### src/design/llc_geom_pkg.sv
/* LLC geometry: way and set index widths plus the default cache shape */
package llc_geom_pkg;

    // index widths sized for the largest supported cache
    localparam int LLC_WAY_BITS = 2;
    localparam int LLC_SET_BITS = 6;

    // largest shape the index widths can address
    localparam int LLC_WAYS_MAX = 1 << LLC_WAY_BITS;
    localparam int LLC_SETS_MAX = 1 << LLC_SET_BITS;

    // default shape used by the top level
    localparam int LLC_WAYS_DEFAULT = LLC_WAYS_MAX;
    localparam int LLC_SETS_DEFAULT = LLC_SETS_MAX;

endpackage
### src/design/llc_entry_pkg.sv
/* LLC entry fields: vector types for the index and the stored per-way fields */
package llc_entry_pkg;

    import llc_geom_pkg::*;

    localparam int LLC_TAG_BITS     = 12;
    localparam int LLC_LINE_BITS    = 64;
    localparam int LLC_SHARERS_BITS = 8;
    localparam int LLC_STATE_BITS   = 3;

    // indices
    typedef logic [LLC_SET_BITS-1:0] llc_set_t;
    typedef logic [LLC_WAY_BITS-1:0] llc_way_t;

    // stored fields
    typedef logic [LLC_TAG_BITS-1:0]     llc_tag_t;
    typedef logic [LLC_LINE_BITS-1:0]    line_t;
    typedef logic [LLC_SHARERS_BITS-1:0] sharers_t;

    // coherence state code, encoding owned by the controller
    typedef logic [LLC_STATE_BITS-1:0] llc_state_t;

endpackage

### src/design/llc_evict_ram.sv
/* LLC eviction-way memory: next victim way per set, registered read-first read */
`timescale 1ns/1ps

module llc_evict_ram #(
    parameter int NUM_SETS = llc_geom_pkg::LLC_SETS_DEFAULT
) (
    input  logic                    clk,
    input  logic                    arst_n,
    input  logic                    rd_en,
    input  logic                    wr_en,
    input  llc_entry_pkg::llc_set_t set_in,
    input  llc_entry_pkg::llc_way_t wr_data,
    output llc_entry_pkg::llc_way_t rd_data
);

    import llc_entry_pkg::*;

    llc_way_t evict_mem [NUM_SETS];

    always_ff @(posedge clk) begin
        if (wr_en) begin
            evict_mem[set_in] <= wr_data;
        end
    end

    // output holds while rd_en is low
    always_ff @(posedge clk or negedge arst_n) begin
        if (!arst_n) begin
            rd_data <= '0;
        end else if (rd_en) begin
            rd_data <= evict_mem[set_in];
        end
    end

endmodule

### config.mk
export PLATFORM = sky130hd
export DESIGN_NAME = llc_evict_ram
export DESIGN_NICKNAME = d
export VERILOG_FILES = /design/src/design/llc_geom_pkg.sv /design/src/design/llc_entry_pkg.sv /design/src/design/llc_evict_ram.sv
export SDC_FILE = /design/constraint.sdc
export NUM_CORES = 1
export LEC_CHECK = 0
export ABC_AREA = 1
export BUFFER_PORTS_ARGS = -buffer_cell sky130_fd_sc_hd__buf_2
export CAP_MARGIN = 20
export CORE_MARGIN = 2
export CORE_UTILIZATION = 50
export DETAILED_ROUTE_END_ITERATION = 12
export HOLD_SLACK_MARGIN = 0.03
export PLACE_DENSITY = 0.66
export SKIP_LAST_GASP = 1
export SYNTH_ARGS = -nofsm -noshare
export SYNTH_HDL_FRONTEND = slang
export SYNTH_SLANG_ARGS = --single-unit
### constraint.sdc
create_clock -name clk -period 3.4 [get_ports clk]
set_input_delay 0.68 -clock clk [delete_from_list [all_inputs] [get_ports clk]]
set_output_delay 0.68 -clock clk [all_outputs]
set_load 0.02 [all_outputs]
==> reports/qor.txt <==
Setup TNS: 0 ns
Max transition margin: 57.7%
register area: 0.00389 mm^2
Die Height: 112 um
GR Layer Usage met3: 7.19%
num rows: 39
placed instance count: 742
largest net degree at the start of global routing: 65
initial DRC count: 361
drt wl/cell: 16.9 um
RSZ-0062 raised after global routing: false
Worst EP required: 3.50 ns
# DRC: 0
Max VDD drop: 408 uV
chip width: 112 um
final core occ: 57.2%
wire length of the first global-routing pass: 21,200 um
RR Endpoint: rd_data[0]$_DFFE_PN0P_
area occupied by multi-input gates: 0.00166 mm^2
most frequent cells in the layout: nand2_1, edfxtp_1, nor2_1, inv_1, clkbuf_16
Final Hold Violating Endpoints: 0
Synth Net Count: 618
worst setup path startpoint: set_in[0]
Setup crit start kind: input pin
clk slew on worst S/H paths: 0.05 ns
nets: 633
floorplan core area: 0.0114 mm^2
grt ovf: 0
vias per inst: 5.33
Pwr Density: 561 mW/mm^2
Syn Inst Count: 606
Worst Max-Slew Pin Slew: 0.635 ns
status: completed
Clock Tree Root: clkbuf_16
CTS tree: done
CP Max Fanout: 63
Initial Utilization: 51.1%
Slew Viols, Final: 0
Final Skew: 0.00880 ns
CP Data Arrival Time: 2.36 ns
CTS Buf Count: 17
Antenna Cells: 0
filler instances: 994
I/O pin count: 14
Critical Path Sink: evict_mem[51][0]$_DFFE_PP_
worst skew pair latency: 0.42 ns
Setup CP Type: in -> reg
drt total wl: 13,100 um
die area: 0.0125 mm^2
most common cell after layout, fill and taps aside: nand2_1
register area share after synthesis: 66.8%
Setup WS post-layout: 1.14 ns
detailed placement HPWL: 8090 um
Synth Register Bits: 130
layout cells sized above 1: 6.96%
maxcap violations: 0
Sink Count: 130
global routing's busiest layer: met2
Yosys warning total: 0
leakage: 2.67 nW
routability cong.: 0.870
Pre-antenna DRT Iters: 6
Final min period: 2.26 ns
initial antenna violation count: 0
Area Overhead vs Synth: 12.1%
Worst Hold Class: reg -> reg
R2R Setup Slk: 1.98 ns
fmax: 442 MHz
H-tree depth: 4
Final ANT Viol Nets: 0
buffers inserted during post-CTS setup optimization: 0
met1 GRT Util: 29.7%
Max clock buf depth: 2
Tot Pwr: 3.67 mW
Setup-failing EPs final: 0
total vias in the final route: 4,128
Port Buffers: 13
Reg2Reg Depth: 8
Syn Std Cell Area: 0.00583 mm^2
Syn Area/Cell: 9.62 um^2
dpl ws: 0.734 ns
Synth cell types: 21
met2 Usage GRT: 35.2%
Crit Reg-Reg Startpoint: evict_mem[42][0]$_DFFE_PP_
crit end category: flop
gr usage total: 22.4%
Tcrit/Tclk final: 66.6%
Cell Count, Final, Fillers Out: 775
vias in the first global route: 4,198
cells by family (layout without fill, tap and decap cells):
group	Yosys count	after routing	share of synthesized area (%)
AOI/OAI and AO/OA	16	16	1.67
DFF	130	130	66.8
buffers and inverters	56	82	4.81
and+or+nand+nor	404	404	26.7
sequential cells by signal, summed over array words and instances, names as in the netlist:
name and cells:
evict_mem 128, rd_data 2
worst min path at each step:
stage	depth (start not counted)	end	slack, ns	start
floorplan	0	rd_data[0]$_DFFE_PN0P_	0.38	arst_n
global placement	1	rd_data[1]$_DFFE_PN0P_	0.46	arst_n
detailed placement	1	rd_data[1]$_DFFE_PN0P_	0.47	arst_n
CTS	3	rd_data[1]$_DFFE_PN0P_	0.55	rd_data[1]$_DFFE_PN0P_
global route	4	rd_data[1]$_DFFE_PN0P_	0.58	rd_en
finish	3	rd_data[1]$_DFFE_PN0P_	0.55	rd_data[1]$_DFFE_PN0P_
critical path: stages:
cell,delay [ns]
buf_2,0.26
buf_4,0.58
nand3_1,0.48
nor2_1,0.33
final cells by class:
cell class / count / share of cell area, %
clock buffer: 18 / 6.57
multi-input combinational: 420 / 25.3
tap: 143 / 2.74
inverter: 32 / 1.84
clock inverter: 12 / 1.51
sequential: 130 / 59.6
timing repair buffer: 20 / 2.41
where the power goes:
| part | internal [mW] | switching (mW) |
|---|---|---|
| registers | 1.78 | 0.00394 |
| clock network | 1.04 | 0.620 |
| logic | 0.0591 | 0.165 |
| total | 2.88 | 0.789 |
repair_timing:
action                                 4_1_cts  5_1_grt
hold buffers                                 1        0
gates resized for setup                      0        0
endpoints found under the hold margin        2        0
cells in the mapped netlist, drive strengths merged:
cell type,number,share of area [%]
nand2,296,19
nand3,14,1.2
buf,23,2.7
clkinv,1,0.064
nor3,4,0.34
a21oi,2,0.17
nand3b,1,0.13
nor2,84,5.5
or2,5,0.54
o211ai,7,0.90
dfrtp,2,0.86
clkbuf,1,0.064
o21ai,7,0.60
inv,31,2.0
edfxtp,128,66
layer usage:
layer	share of wire, %	vias to the layer above
li1	-	1984
met1	45	2003
met2	48	122
met3	5.7	19
met4	1.9	0
met5	0	-
per-stage QoR:
stage	cell area, um^2	hold slack [ns]
after CTS	6490	0.552
after floorplan	5830	0.384
after global placement	5960	0.463
after detailed placement	5960	0.465
after global routing	6530	0.583
final	6530	0.550
Note: power is estimated with default switching activity, not from simulation.
